===== config.mk =====
export PLATFORM = sky130hd
export DESIGN_NAME = mod_exp_top
export DESIGN_NICKNAME = d
export VERILOG_FILES = /design/src/source/mod_exp_pkg.sv /design/src/source/job_queue.sv /design/src/source/mont_mul.sv /design/src/source/exp_ctrl.sv /design/src/source/mod_exp_top.sv
export SDC_FILE = /design/constraint.sdc
export NUM_CORES = 1
export LEC_CHECK = 0
export BUFFER_PORTS_ARGS = -buffer_cell sky130_fd_sc_hd__buf_2
export CAP_MARGIN = 20
export CORE_MARGIN = 4
export CORE_UTILIZATION = 50
export DETAILED_ROUTE_END_ITERATION = 12
export PLACE_DENSITY_LB_ADDON = 0.12
export SETUP_SLACK_MARGIN = 0.3
export SYNTH_ARGS = -nofsm -noshare
export SYNTH_HDL_FRONTEND = slang
export SYNTH_SLANG_ARGS = --single-unit

===== constraint.sdc =====
create_clock -name clk -period 6.4 [get_ports clk]
set_clock_uncertainty 0.1 [all_clocks]
set_input_delay 0.64 -clock clk [delete_from_list [all_inputs] [get_ports clk]]
set_output_delay 0.64 -clock clk [all_outputs]
set_load 0.05 [all_outputs]

===== src/source/mod_exp_pkg.sv =====
`default_nettype none

package mod_exp_pkg;

    // default operand width, the top level passes its own value down
    parameter int OPERAND_W = 32;

    // default number of jobs waiting in front of the controller
    parameter int JOB_DEPTH_DEF = 2;

    // base, exponent, modulus, r2 or result
    typedef logic [OPERAND_W-1:0] operand_t;

    // montgomery running sum, two bits of headroom
    typedef logic [OPERAND_W+1:0] mont_acc_t;

    // base below modulus, modulus odd and >= 3
    // r2 is 2^(2*OPERAND_W) mod modulus
    typedef struct packed {
        operand_t base;
        operand_t expo;
        operand_t modulus;
        operand_t r2;
    } exp_job_t;

    typedef enum logic [2:0] {
        IDLE,
        LOAD_ONE,
        LOAD_BASE,
        SQUARE,
        MULTIPLY,
        FROM_MONT,
        DONE
    } exp_state_e;

endpackage

`default_nettype wire


===== src/source/job_queue.sv =====
`timescale 1ns/10ps
`default_nettype none

module job_queue import mod_exp_pkg::*; #(
    parameter int OPERAND_W = mod_exp_pkg::OPERAND_W,
    parameter int JOB_DEPTH = JOB_DEPTH_DEF
) (
    input  logic     clk,
    input  logic     rst_n,
    input  logic     job_valid,
    input  exp_job_t job_in,
    input  logic     pop,
    output logic     head_valid,
    output exp_job_t head_job
);

    localparam int PTR_W = (JOB_DEPTH > 1) ? $clog2(JOB_DEPTH) : 1;
    localparam int CNT_W = $clog2(JOB_DEPTH + 1);

    // job fields are sized by the package
    if (OPERAND_W != $bits(operand_t)) begin : g_width_check
        $error("job_queue: OPERAND_W does not match operand_t");
    end

    exp_job_t         mem [JOB_DEPTH];
    logic [PTR_W-1:0] wr_ptr;
    logic [PTR_W-1:0] rd_ptr;
    logic [CNT_W-1:0] count;

    // first-word-fall-through head
    assign head_valid = (count != '0);
    assign head_job   = mem[rd_ptr];

    always_ff @(posedge clk or negedge rst_n) begin
        if (!rst_n) begin
            wr_ptr <= '0;
            rd_ptr <= '0;
            count  <= '0;
        end else begin
            if (job_valid) begin
                wr_ptr <= (wr_ptr == PTR_W'(JOB_DEPTH - 1)) ? '0 : wr_ptr + PTR_W'(1);
            end
            if (pop) begin
                rd_ptr <= (rd_ptr == PTR_W'(JOB_DEPTH - 1)) ? '0 : rd_ptr + PTR_W'(1);
            end
            if (job_valid && !pop) begin
                count <= count + CNT_W'(1);
            end else if (pop && !job_valid) begin
                count <= count - CNT_W'(1);
            end
        end
    end

    always_ff @(posedge clk) begin
        if (job_valid) begin
            mem[wr_ptr] <= job_in;
        end
    end

    // source pushed without a credit
    a_no_push_full: assert property (@(posedge clk) disable iff (!rst_n)
        job_valid |-> (count != CNT_W'(JOB_DEPTH)))
        else $error("job_queue: push while full");

    a_no_pop_empty: assert property (@(posedge clk) disable iff (!rst_n)
        pop |-> head_valid)
        else $error("job_queue: pop while empty");

endmodule

`default_nettype wire


===== src/source/mont_mul.sv =====
`timescale 1ns/10ps
`default_nettype none

module mont_mul import mod_exp_pkg::*; #(
    parameter int OPERAND_W = mod_exp_pkg::OPERAND_W
) (
    input  logic     clk,
    input  logic     rst_n,
    input  logic     mul_start,
    input  operand_t operand_a,
    input  operand_t operand_b,
    input  operand_t modulus,
    output logic     mul_done,
    output operand_t mul_result
);

    localparam int CNT_W = $clog2(OPERAND_W + 1);

    logic             busy;
    logic [CNT_W-1:0] step_cnt;
    logic             done_q;
    logic             shifting;
    operand_t         a_sh;
    mont_acc_t        acc;
    mont_acc_t        acc_add_b;
    mont_acc_t        acc_add_m;
    mont_acc_t        acc_next;
    mont_acc_t        acc_minus_m;
    operand_t         result_q;

    assign shifting   = busy && (step_cnt != '0);
    assign mul_done   = done_q;
    assign mul_result = result_q;

    // one radix-2 step: add b on the a bit, add m to make it even, halve
    always_comb begin
        acc_add_b   = acc + (a_sh[0] ? mont_acc_t'(operand_b) : '0);
        acc_add_m   = acc_add_b + (acc_add_b[0] ? mont_acc_t'(modulus) : '0);
        acc_next    = acc_add_m >> 1;
        acc_minus_m = acc - mont_acc_t'(modulus);
    end

    always_ff @(posedge clk or negedge rst_n) begin
        if (!rst_n) begin
            busy     <= 1'b0;
            step_cnt <= '0;
            done_q   <= 1'b0;
        end else begin
            done_q <= 1'b0;
            if (mul_start) begin
                busy     <= 1'b1;
                step_cnt <= CNT_W'(OPERAND_W);
            end else if (shifting) begin
                step_cnt <= step_cnt - CNT_W'(1);
            end else if (busy) begin
                // final subtraction cycle
                busy   <= 1'b0;
                done_q <= 1'b1;
            end
        end
    end

    always_ff @(posedge clk) begin
        if (mul_start) begin
            a_sh <= operand_a;
            acc  <= '0;
        end else if (shifting) begin
            a_sh <= a_sh >> 1;
            acc  <= acc_next;
        end else if (busy) begin
            // sum is below 2m here, one subtraction is enough
            result_q <= (acc >= mont_acc_t'(modulus)) ? acc_minus_m[OPERAND_W-1:0]
                                                      : acc[OPERAND_W-1:0];
        end
    end

    a_no_start_busy: assert property (@(posedge clk) disable iff (!rst_n)
        mul_start |-> !busy)
        else $error("mont_mul: start while a multiplication runs");

    a_odd_modulus: assert property (@(posedge clk) disable iff (!rst_n)
        mul_start |-> modulus[0])
        else $error("mont_mul: even modulus at start");

endmodule

`default_nettype wire


===== src/source/exp_ctrl.sv =====
`timescale 1ns/10ps
`default_nettype none

module exp_ctrl import mod_exp_pkg::*; #(
    parameter int OPERAND_W = mod_exp_pkg::OPERAND_W
) (
    input  logic     clk,
    input  logic     rst_n,
    input  logic     head_valid,
    input  exp_job_t head_job,
    output logic     pop,
    output logic     mul_start,
    output operand_t operand_a,
    output operand_t operand_b,
    output operand_t modulus,
    input  logic     mul_done,
    input  operand_t mul_result,
    output logic     result_valid,
    output operand_t result
);

    localparam int CNT_W = $clog2(OPERAND_W + 1);

    exp_state_e       state;
    logic [CNT_W-1:0] bit_cnt;
    logic             mul_start_q;
    logic             last_bit;
    logic             bit_step;
    operand_t         base_q;
    operand_t         expo_sh;
    operand_t         mod_q;
    operand_t         r2_q;
    operand_t         acc_q;
    operand_t         base_m_q;
    operand_t         result_q;

    assign pop          = (state == IDLE) && head_valid;
    assign mul_start    = mul_start_q;
    assign modulus      = mod_q;
    assign result_valid = (state == DONE);
    assign result       = result_q;
    assign last_bit     = (bit_cnt == CNT_W'(1));

    // current exponent bit is finished
    assign bit_step = mul_done &&
                      (((state == SQUARE) && !expo_sh[OPERAND_W-1]) || (state == MULTIPLY));

    //----------------------------------------------------------------------
    // operand select, held until mul_done since state and regs are stable
    //----------------------------------------------------------------------
    always_comb begin
        operand_a = acc_q;
        operand_b = acc_q;
        case (state)
            LOAD_ONE: begin
                operand_a = r2_q;
                operand_b = operand_t'(1);
            end
            LOAD_BASE: begin
                operand_a = base_q;
                operand_b = r2_q;
            end
            MULTIPLY:  operand_b = base_m_q;
            FROM_MONT: operand_b = operand_t'(1);
            default: begin
            end
        endcase
    end

    //----------------------------------------------------------------------
    // square-and-multiply sequencing
    //----------------------------------------------------------------------
    always_ff @(posedge clk or negedge rst_n) begin
        if (!rst_n) begin
            state       <= IDLE;
            bit_cnt     <= '0;
            mul_start_q <= 1'b0;
        end else begin
            mul_start_q <= 1'b0;
            if (bit_step) begin
                bit_cnt <= bit_cnt - CNT_W'(1);
            end
            case (state)
                IDLE: begin
                    if (head_valid) begin
                        state       <= LOAD_ONE;
                        bit_cnt     <= CNT_W'(OPERAND_W);
                        mul_start_q <= 1'b1;
                    end
                end
                LOAD_ONE: begin
                    if (mul_done) begin
                        state       <= LOAD_BASE;
                        mul_start_q <= 1'b1;
                    end
                end
                LOAD_BASE: begin
                    if (mul_done) begin
                        state       <= SQUARE;
                        mul_start_q <= 1'b1;
                    end
                end
                SQUARE: begin
                    if (mul_done) begin
                        mul_start_q <= 1'b1;
                        if (expo_sh[OPERAND_W-1]) begin
                            state <= MULTIPLY;
                        end else if (last_bit) begin
                            state <= FROM_MONT;
                        end
                    end
                end
                MULTIPLY: begin
                    if (mul_done) begin
                        mul_start_q <= 1'b1;
                        state       <= last_bit ? FROM_MONT : SQUARE;
                    end
                end
                FROM_MONT: begin
                    if (mul_done) begin
                        state <= DONE;
                    end
                end
                DONE:    state <= IDLE;
                default: state <= IDLE;
            endcase
        end
    end

    always_ff @(posedge clk) begin
        if (pop) begin
            base_q  <= head_job.base;
            expo_sh <= head_job.expo;
            mod_q   <= head_job.modulus;
            r2_q    <= head_job.r2;
        end else if (bit_step) begin
            expo_sh <= expo_sh << 1;
        end
        if (mul_done) begin
            case (state)
                LOAD_ONE, SQUARE, MULTIPLY: acc_q <= mul_result;
                LOAD_BASE:                  base_m_q <= mul_result;
                FROM_MONT:                  result_q <= mul_result;
                default: begin
                end
            endcase
        end
    end

    a_done_expected: assert property (@(posedge clk) disable iff (!rst_n)
        mul_done |-> (state inside {LOAD_ONE, LOAD_BASE, SQUARE, MULTIPLY, FROM_MONT}))
        else $error("exp_ctrl: mul_done in a state that does not wait for it");

endmodule

`default_nettype wire


===== src/source/mod_exp_top.sv =====
`timescale 1ns/10ps
`default_nettype none

module mod_exp_top import mod_exp_pkg::*; #(
    parameter int OPERAND_W = mod_exp_pkg::OPERAND_W,
    parameter int JOB_DEPTH = JOB_DEPTH_DEF
) (
    input  logic     clk,
    input  logic     rst_n,
    input  logic     job_valid,
    input  exp_job_t job_in,
    output logic     credit_return,
    output logic     result_valid,
    output operand_t result
);

    logic     head_valid;
    exp_job_t head_job;
    logic     pop;
    logic     mul_start;
    logic     mul_done;
    operand_t operand_a;
    operand_t operand_b;
    operand_t modulus;
    operand_t mul_result;

    // a job leaving the queue frees one slot at the source
    assign credit_return = pop;

    job_queue #(
        .OPERAND_W (OPERAND_W),
        .JOB_DEPTH (JOB_DEPTH)
    ) u_job_queue (
        .clk        (clk),
        .rst_n      (rst_n),
        .job_valid  (job_valid),
        .job_in     (job_in),
        .pop        (pop),
        .head_valid (head_valid),
        .head_job   (head_job)
    );

    exp_ctrl #(
        .OPERAND_W (OPERAND_W)
    ) u_exp_ctrl (
        .clk          (clk),
        .rst_n        (rst_n),
        .head_valid   (head_valid),
        .head_job     (head_job),
        .pop          (pop),
        .mul_start    (mul_start),
        .operand_a    (operand_a),
        .operand_b    (operand_b),
        .modulus      (modulus),
        .mul_done     (mul_done),
        .mul_result   (mul_result),
        .result_valid (result_valid),
        .result       (result)
    );

    mont_mul #(
        .OPERAND_W (OPERAND_W)
    ) u_mont_mul (
        .clk        (clk),
        .rst_n      (rst_n),
        .mul_start  (mul_start),
        .operand_a  (operand_a),
        .operand_b  (operand_b),
        .modulus    (modulus),
        .mul_done   (mul_done),
        .mul_result (mul_result)
    );

endmodule

`default_nettype wire


; ---- Word-level counts from Yosys, hierarchy flattened
; Memories as Yosys holds them, arrays and structs flattened.
; Cells that the tools add are included.
[op_classes]
add_sub_neg = 9
magnitude_cmp = 1
eq_ne = 15
n_mux = 38
n_bitwise = 2
n_reduce_logical = 24
[ops]
columns = operator, count
row1 = 2-to-1 mux 32 bit, 7
row2 = one-hot mux 32 bit (3 select lines), 1
row3 = one-hot mux 32 bit (2 select lines), 1
row4 = adder 33 x 32 -> 34 bit, 1
row5 = adder 34 bit, 1
row6 = greater-or-equal comparator 33 x 32 -> 1 bit, 1
row7 = subtractor 32 bit, 1
row8 = 2-to-1 mux 6 bit, 5
row9 = 2-to-1 mux 3 bit, 9
row10 = one-hot mux 3 bit (6 select lines), 1
row11 = != test 2 x 1 -> 1 bit (second input constant), 6
row12 = subtractor 6 x 1 -> 6 bit (second input constant), 2
row13 = 2-to-1 mux 1 bit, 11
row14 = equality test 3 bit (second input constant), 3
row15 = nonzero test 2 bit, 4
row16 = AND reduction 7 bit, 1
row17 = equality test 3 x 2 -> 1 bit (second input constant), 2
row18 = equality test 6 x 1 -> 1 bit (second input constant), 1
row19 = logical AND 1 bit, 6
row20 = AND reduction 2 bit, 3
row21 = nonzero test 6 bit, 1
row22 = 2-to-1 mux 2 bit, 2
row23 = OR reduction 4 bit, 1
row24 = equality test 3 x 1 -> 1 bit (second input constant), 1
row25 = other kinds (13), 17
[word_totals]
regBits = 343
ramBits = 256
in_bits = 131
memories = 1
[memory_table]
columns = name, depth, word_bits, read_ports, rd_ports_with_merged_regs, wr, line
row1 = u_job_queue.mem, 2, 128, 1, 0, 1, job_queue.sv:25  ; exp_job_t mem [JOB_DEPTH];

; ---- Depth between registers and ports, before layout
[depth]
ltp_word = 7
ltp_mapped = 29
ltp_nobuf = 26

; ---- Cells and area by module
; A second synthesis with hierarchy kept.
[hier_totals]
cells_unflattened = 2318
hier_area_um2 = 29030.3
[by_module_without_submodules]
columns = mod, instances, cells_each, area_per_inst_um2
row1 = exp_ctrl, 1, 839, 10263.6
row2 = job_queue, 1, 413, 9462.8
row3 = mont_mul, 1, 1066, 9303.9

; ---- Worst setup path after synthesis
; Ideal clock, no wire load.
[synth_timing]
path_kind = input-to-reg
from = in job_valid
to = mem u_job_queue.mem[0][0] in the netlist's numbering (enable)
setup_ns = 0.632
arrival_time_ns = 6.188
t_required_ns = 5.668
setup_slack_ns = -0.520
path_stages = 1
n_path_buf = 0
path_cell_list = nor2b_1
[synth_between]
elab_chain_len = 2
[synth_lines]
columns = element, line
row1 = from (decl), mod_exp_top.sv:10  ; input logic job_valid,
row2 = 2-to-1 mux 1 bit, job_queue.sv:55  ; if (job_valid) begin
row3 = 2-to-1 mux 1 bit (not written as such), job_queue.sv:56  ; mem[wr_ptr] <= job_in;
row4 = to (decl), job_queue.sv:25
; No other way between the ends.

; ---- Worst setup path after layout
[layout_timing]
from = reg u_exp_ctrl.state[2]
to = reg u_mont_mul.acc[20]
[layout_between]
elab_chain_len = 7
[layout_lines]
columns = element, line
row1 = from (decl), exp_ctrl.sv:24  ; exp_state_e state;
row2 = from (signal assigned), exp_ctrl.sv:116  ; state <= last_bit ? FROM_MONT : SQUARE;
row3 = equality test 3 x 1 -> 1 bit / equality test 3 bit (equally long branches), exp_ctrl.sv:54  ; case (state)
row4 = OR reduction 2 bit (no source line), --
row5 = one-hot mux 32 bit (3 select lines) *, exp_ctrl.sv:54
row6 = 2-to-1 mux 32 bit *, mont_mul.sv:37  ; acc_add_b = acc + (a_sh[0] ? mont_acc_t'(operand_b) : '0);
row7 = adder 33 x 32 -> 34 bit *, mont_mul.sv:37
row8 = 2-to-1 mux 32 bit, mont_mul.sv:38  ; acc_add_m = acc_add_b + (acc_add_b[0] ? mont_acc_t'(modulus) : '0);
row9 = adder 34 bit *, mont_mul.sv:38
row10 = to (signal assigned), mont_mul.sv:69  ; acc <= acc_next;
row11 = to (decl), mont_mul.sv:24  ; mont_acc_t acc;
; Mark *: on every way between the ends. The rest lies on a longest branch, timed or not.
; A chain may end at the register's enable or synchronous reset.

==> metrics.txt <==
result of the run=complete, no violations; final setup fails=0; Inserted Clock Buffers=60; area growth from synthesis to layout=14.3%; Ys Warns=0; Leak=12.0 nW; Worst-Skew Late Latency=0.66 ns; WS Path Type=flip-flop to flip-flop; WP data arrival=6.21 ns; Die ar.=59100 um^2; routability cong.=0.916; Net Switching=0.00675 W; Cells after Synth=2123; HPWL after DPL=45900 um; CP Max Fanout=12; Hold Fails Final Rpt=0; first-pass GRT wire length=99700 um; final wirelength=64900 um; switch share=0.383; Int Pwr=0.0109 W; Seq pwr share=0.348; CP endpoint kind=flip-flop; IO Pins=165; fmax=172 MHz; vias in the first global route=17100; Final Max Slew Viols=0; vias per inst=5.67; total grt overflow=0; Root Driver=clkbuf_16; port bufs=164; Syn Std Cell Area=27600 um^2; Comb pwr share=0.443; Multi-input gate area=9620 um^2; Core Util, Final=0.583; Yosys reg bits=599; DR vias=17300; Async S/R FF share, synth=0.0367; fill cell count=4392; largest net degree at the start of global routing=74; Pre-antenna DRT Iters=5; syn nets=2357; H-tree depth=2; Critical Path RT=6.80 ns; unrepaired setup endpoints after global routing=yes; setup TNS=0 ns; Clk pwr share=0.209; register area share after synthesis=0.635; WL/cell=21.3 um; CTS tree=built; relative max-transition margin=0.278; top_reg_cell synth=edfxtp_1; DRT antenna net count=0; GRT Overall Usage=0.216; Setup WS post-layout=0.584 ns; Clock transition at path regs=0.07 ns; initial antenna violation count=1; worst vdd ir=0.000331 V; DRC=0; num rows=85; Post-synth EDFFs=544; mean post-synth cell area=13.0 um^2; fin nets=2541; Least-Margin Pin Slew=1.08 ns; die width=243 um; core area=54200 um^2; Hold WC Path Type=input port to flip-flop; clock tree sinks=599; Yosys cell types=91; sequential cell area=17600 um^2; Place WS=0.380 ns; PwrDens=557 nW/um^2; Final Cycle Share=0.909; DRT iter0 DRCs=1184; Clock Path Buffers=3; min Tclk post-route=5.82 ns; layout cells sized above 1=0.199; CP Launch Type=flip-flop; Starting Density=0.510; die height=243 um; MaxCap Viol Count=0
==> kinds of logic after synthesis <==
| logic type | synth area share |
|---|---|
| AO/OA/AOI/OAI | 0.118 |
| XOR/XNOR | 0.0282 |
| adder cells (fa/ha/maj) | 0.0474 |
| buffers and inverters | 0.0223 |
| flip-flops | 0.635 |
| multiplexers | 0.0643 |
| AND/OR/NAND/NOR | 0.0854 |
==> what timing repair did <==
item	CTS	global route
hold buffers	1	0
pin swaps	0	0
gates resized for setup	1	18
setup endpoints to repair	1	12
cloned	0	0
setup buffers	0	8
hold endpoints to repair	22	0
==> synthesized netlist by cell type (23+ instances only) <==
cell | instances | area share
nand3_1 | 23 | 0.0042
mux2i_1 | 65 | 0.024
inv_1 | 71 | 0.0096
ha_1 | 100 | 0.045
nand2_1 | 205 | 0.028
xor2_1 | 28 | 0.0089
o21ai_0 | 141 | 0.026
edfxtp_1 | 544 | 0.59
a31oi_1 | 37 | 0.0084
xnor2_1 | 61 | 0.019
a21oi_1 | 118 | 0.021
dfxtp_1 | 33 | 0.024
clkbuf_1 | 62 | 0.0084
mux2_2 | 100 | 0.041
and2_1 | 74 | 0.017
a22oi_1 | 32 | 0.0087
a21o_1 | 41 | 0.011
nor2_1 | 128 | 0.017
==> metal layers <==
layer	track usage	wire (um)
met1	0.298	28500
met2	0.360	31500
met3	0.0356	3620
met4	0.0574	1370
met5	0	0
==> worst max-delay path, stage by stage (launching register included) <==
cell and delay, ns:
dfrtp_4 0.58, inv_2 0.13, nand2_1 0.09, o22a_1 0.19, o221a_2 0.25, ha_1 0.25
fa_2 0.40, a211oi_2 0.27, o21ai_1 0.15, a211o_1 0.29, and2_1 0.20, a31o_2 0.24
a21oi_1 0.17, xnor2_1 0.15, ha_2 0.34, a21oi_1 0.13, o21ai_0 0.09, a31oi_1 0.18
o31ai_2 0.15, a21o_1 0.20, a21o_2 0.22, a21oi_2 0.21, o31ai_4 0.08, and4b_1 0.22
or3_1 0.37
==> registers in the layout (all words and copies together), names as in the netlist <==
register / flops
u_mont_mul.mul_done: 1
u_exp_ctrl.base_q: 32
u_exp_ctrl.acc_q: 32
u_exp_ctrl.result: 32
u_exp_ctrl.modulus: 32
u_exp_ctrl.expo_sh: 32
u_exp_ctrl.r2_q: 32
u_mont_mul.a_sh: 32
u_exp_ctrl.state: 3
u_job_queue.rd_ptr: 1
u_mont_mul.busy: 1
u_mont_mul.mul_result: 32
u_job_queue.count: 2
u_mont_mul.step_cnt: 6
u_job_queue.wr_ptr: 1
u_exp_ctrl.base_m_q: 32
u_exp_ctrl.bit_cnt: 6
u_job_queue.mem: 256
u_exp_ctrl.mul_start: 1
u_mont_mul.acc: 33
==> layout by cell type (no fill, tap or decap), types with 6 or more instances in the layout <==
cell type,Yosys,routed
nor2_1,128,124
a31oi_1,37,37
a21o_1,41,41
o21a_1,13,13
edfxtp_1,544,544
ha_1,100,99
o21ai_1,12,12
o31ai_1,6,6
a211oi_1,9,7
a21oi_2,4,7
nand4_1,10,10
mux2_2,100,100
dfrtp_1,22,18
a21oi_1,118,114
xnor2_1,61,61
xor2_1,28,28
buf_4,3,36
dfxtp_1,33,33
or3_1,6,6
clkinv_2,0,11
bufinv_16,0,9
and2_1,74,73
nor2b_1,9,8
o21ai_0,141,139
nor3_1,17,15
clkbuf_1,62,9
nand3_1,23,23
o21bai_1,10,10
and3_1,9,9
a22oi_1,32,32
inv_1,71,68
clkinv_1,1,7
buf_2,6,164
nand2b_1,6,6
mux2i_1,65,65
nand2_1,205,205
o211ai_1,8,8
clkbuf_16,0,60
==> final timing paths <==
path,startpoint,end,slack (ns),cells past startpoint
worst min register to register,u_mont_mul.mul_result[1],u_exp_ctrl.acc_q[1],0.39,0
max in group asynchronous,rst_n,u_exp_ctrl.state[0],5.29,2
worst max register to register,u_exp_ctrl.state[2],u_mont_mul.acc[20],0.58,24
min in group asynchronous,rst_n,u_job_queue.rd_ptr,0.44,2
worst max-delay path,u_exp_ctrl.state[2],u_mont_mul.acc[20],0.58,24
worst min-delay path,job_in[91],u_job_queue.mem[1][91],0.06,1
==> per-stage QoR <==
stage,hold slack [ns],total power [W],cells,cell area [um^2]
CTS,0.0266,0.0177,3045,31500
global placement,0.373,0.0138,2932,29300
floorplan,0.244,0.0119,2123,27600
detailed placement,0.378,0.0139,2932,29300
finish,0.0635,0.0176,3054,31600
global route,0.0345,0.0188,3053,31600
==> power groups by stage <==
stage               Combinational, W  Sequential [W]  Clock (W)
floorplan                    0.00598         0.00593          0
global placement             0.00760         0.00619          0
detailed placement           0.00771         0.00621          0
CTS                          0.00776         0.00614    0.00377
global route                 0.00870         0.00621    0.00394
finish                       0.00781         0.00613    0.00368
==> layout make-up <==
class,instances,share of cell area
Sequential cell,599,0.556
Multi-Input combinational cell,1369,0.304
Clock buffer,74,0.0508
Timing Repair Buffer,205,0.0368
Tap cell,696,0.0276
Clock inverter,38,0.0162
Inverter,72,0.00863
Antenna cell,1,0.0000792
Power figures use the tool's default switching activity.
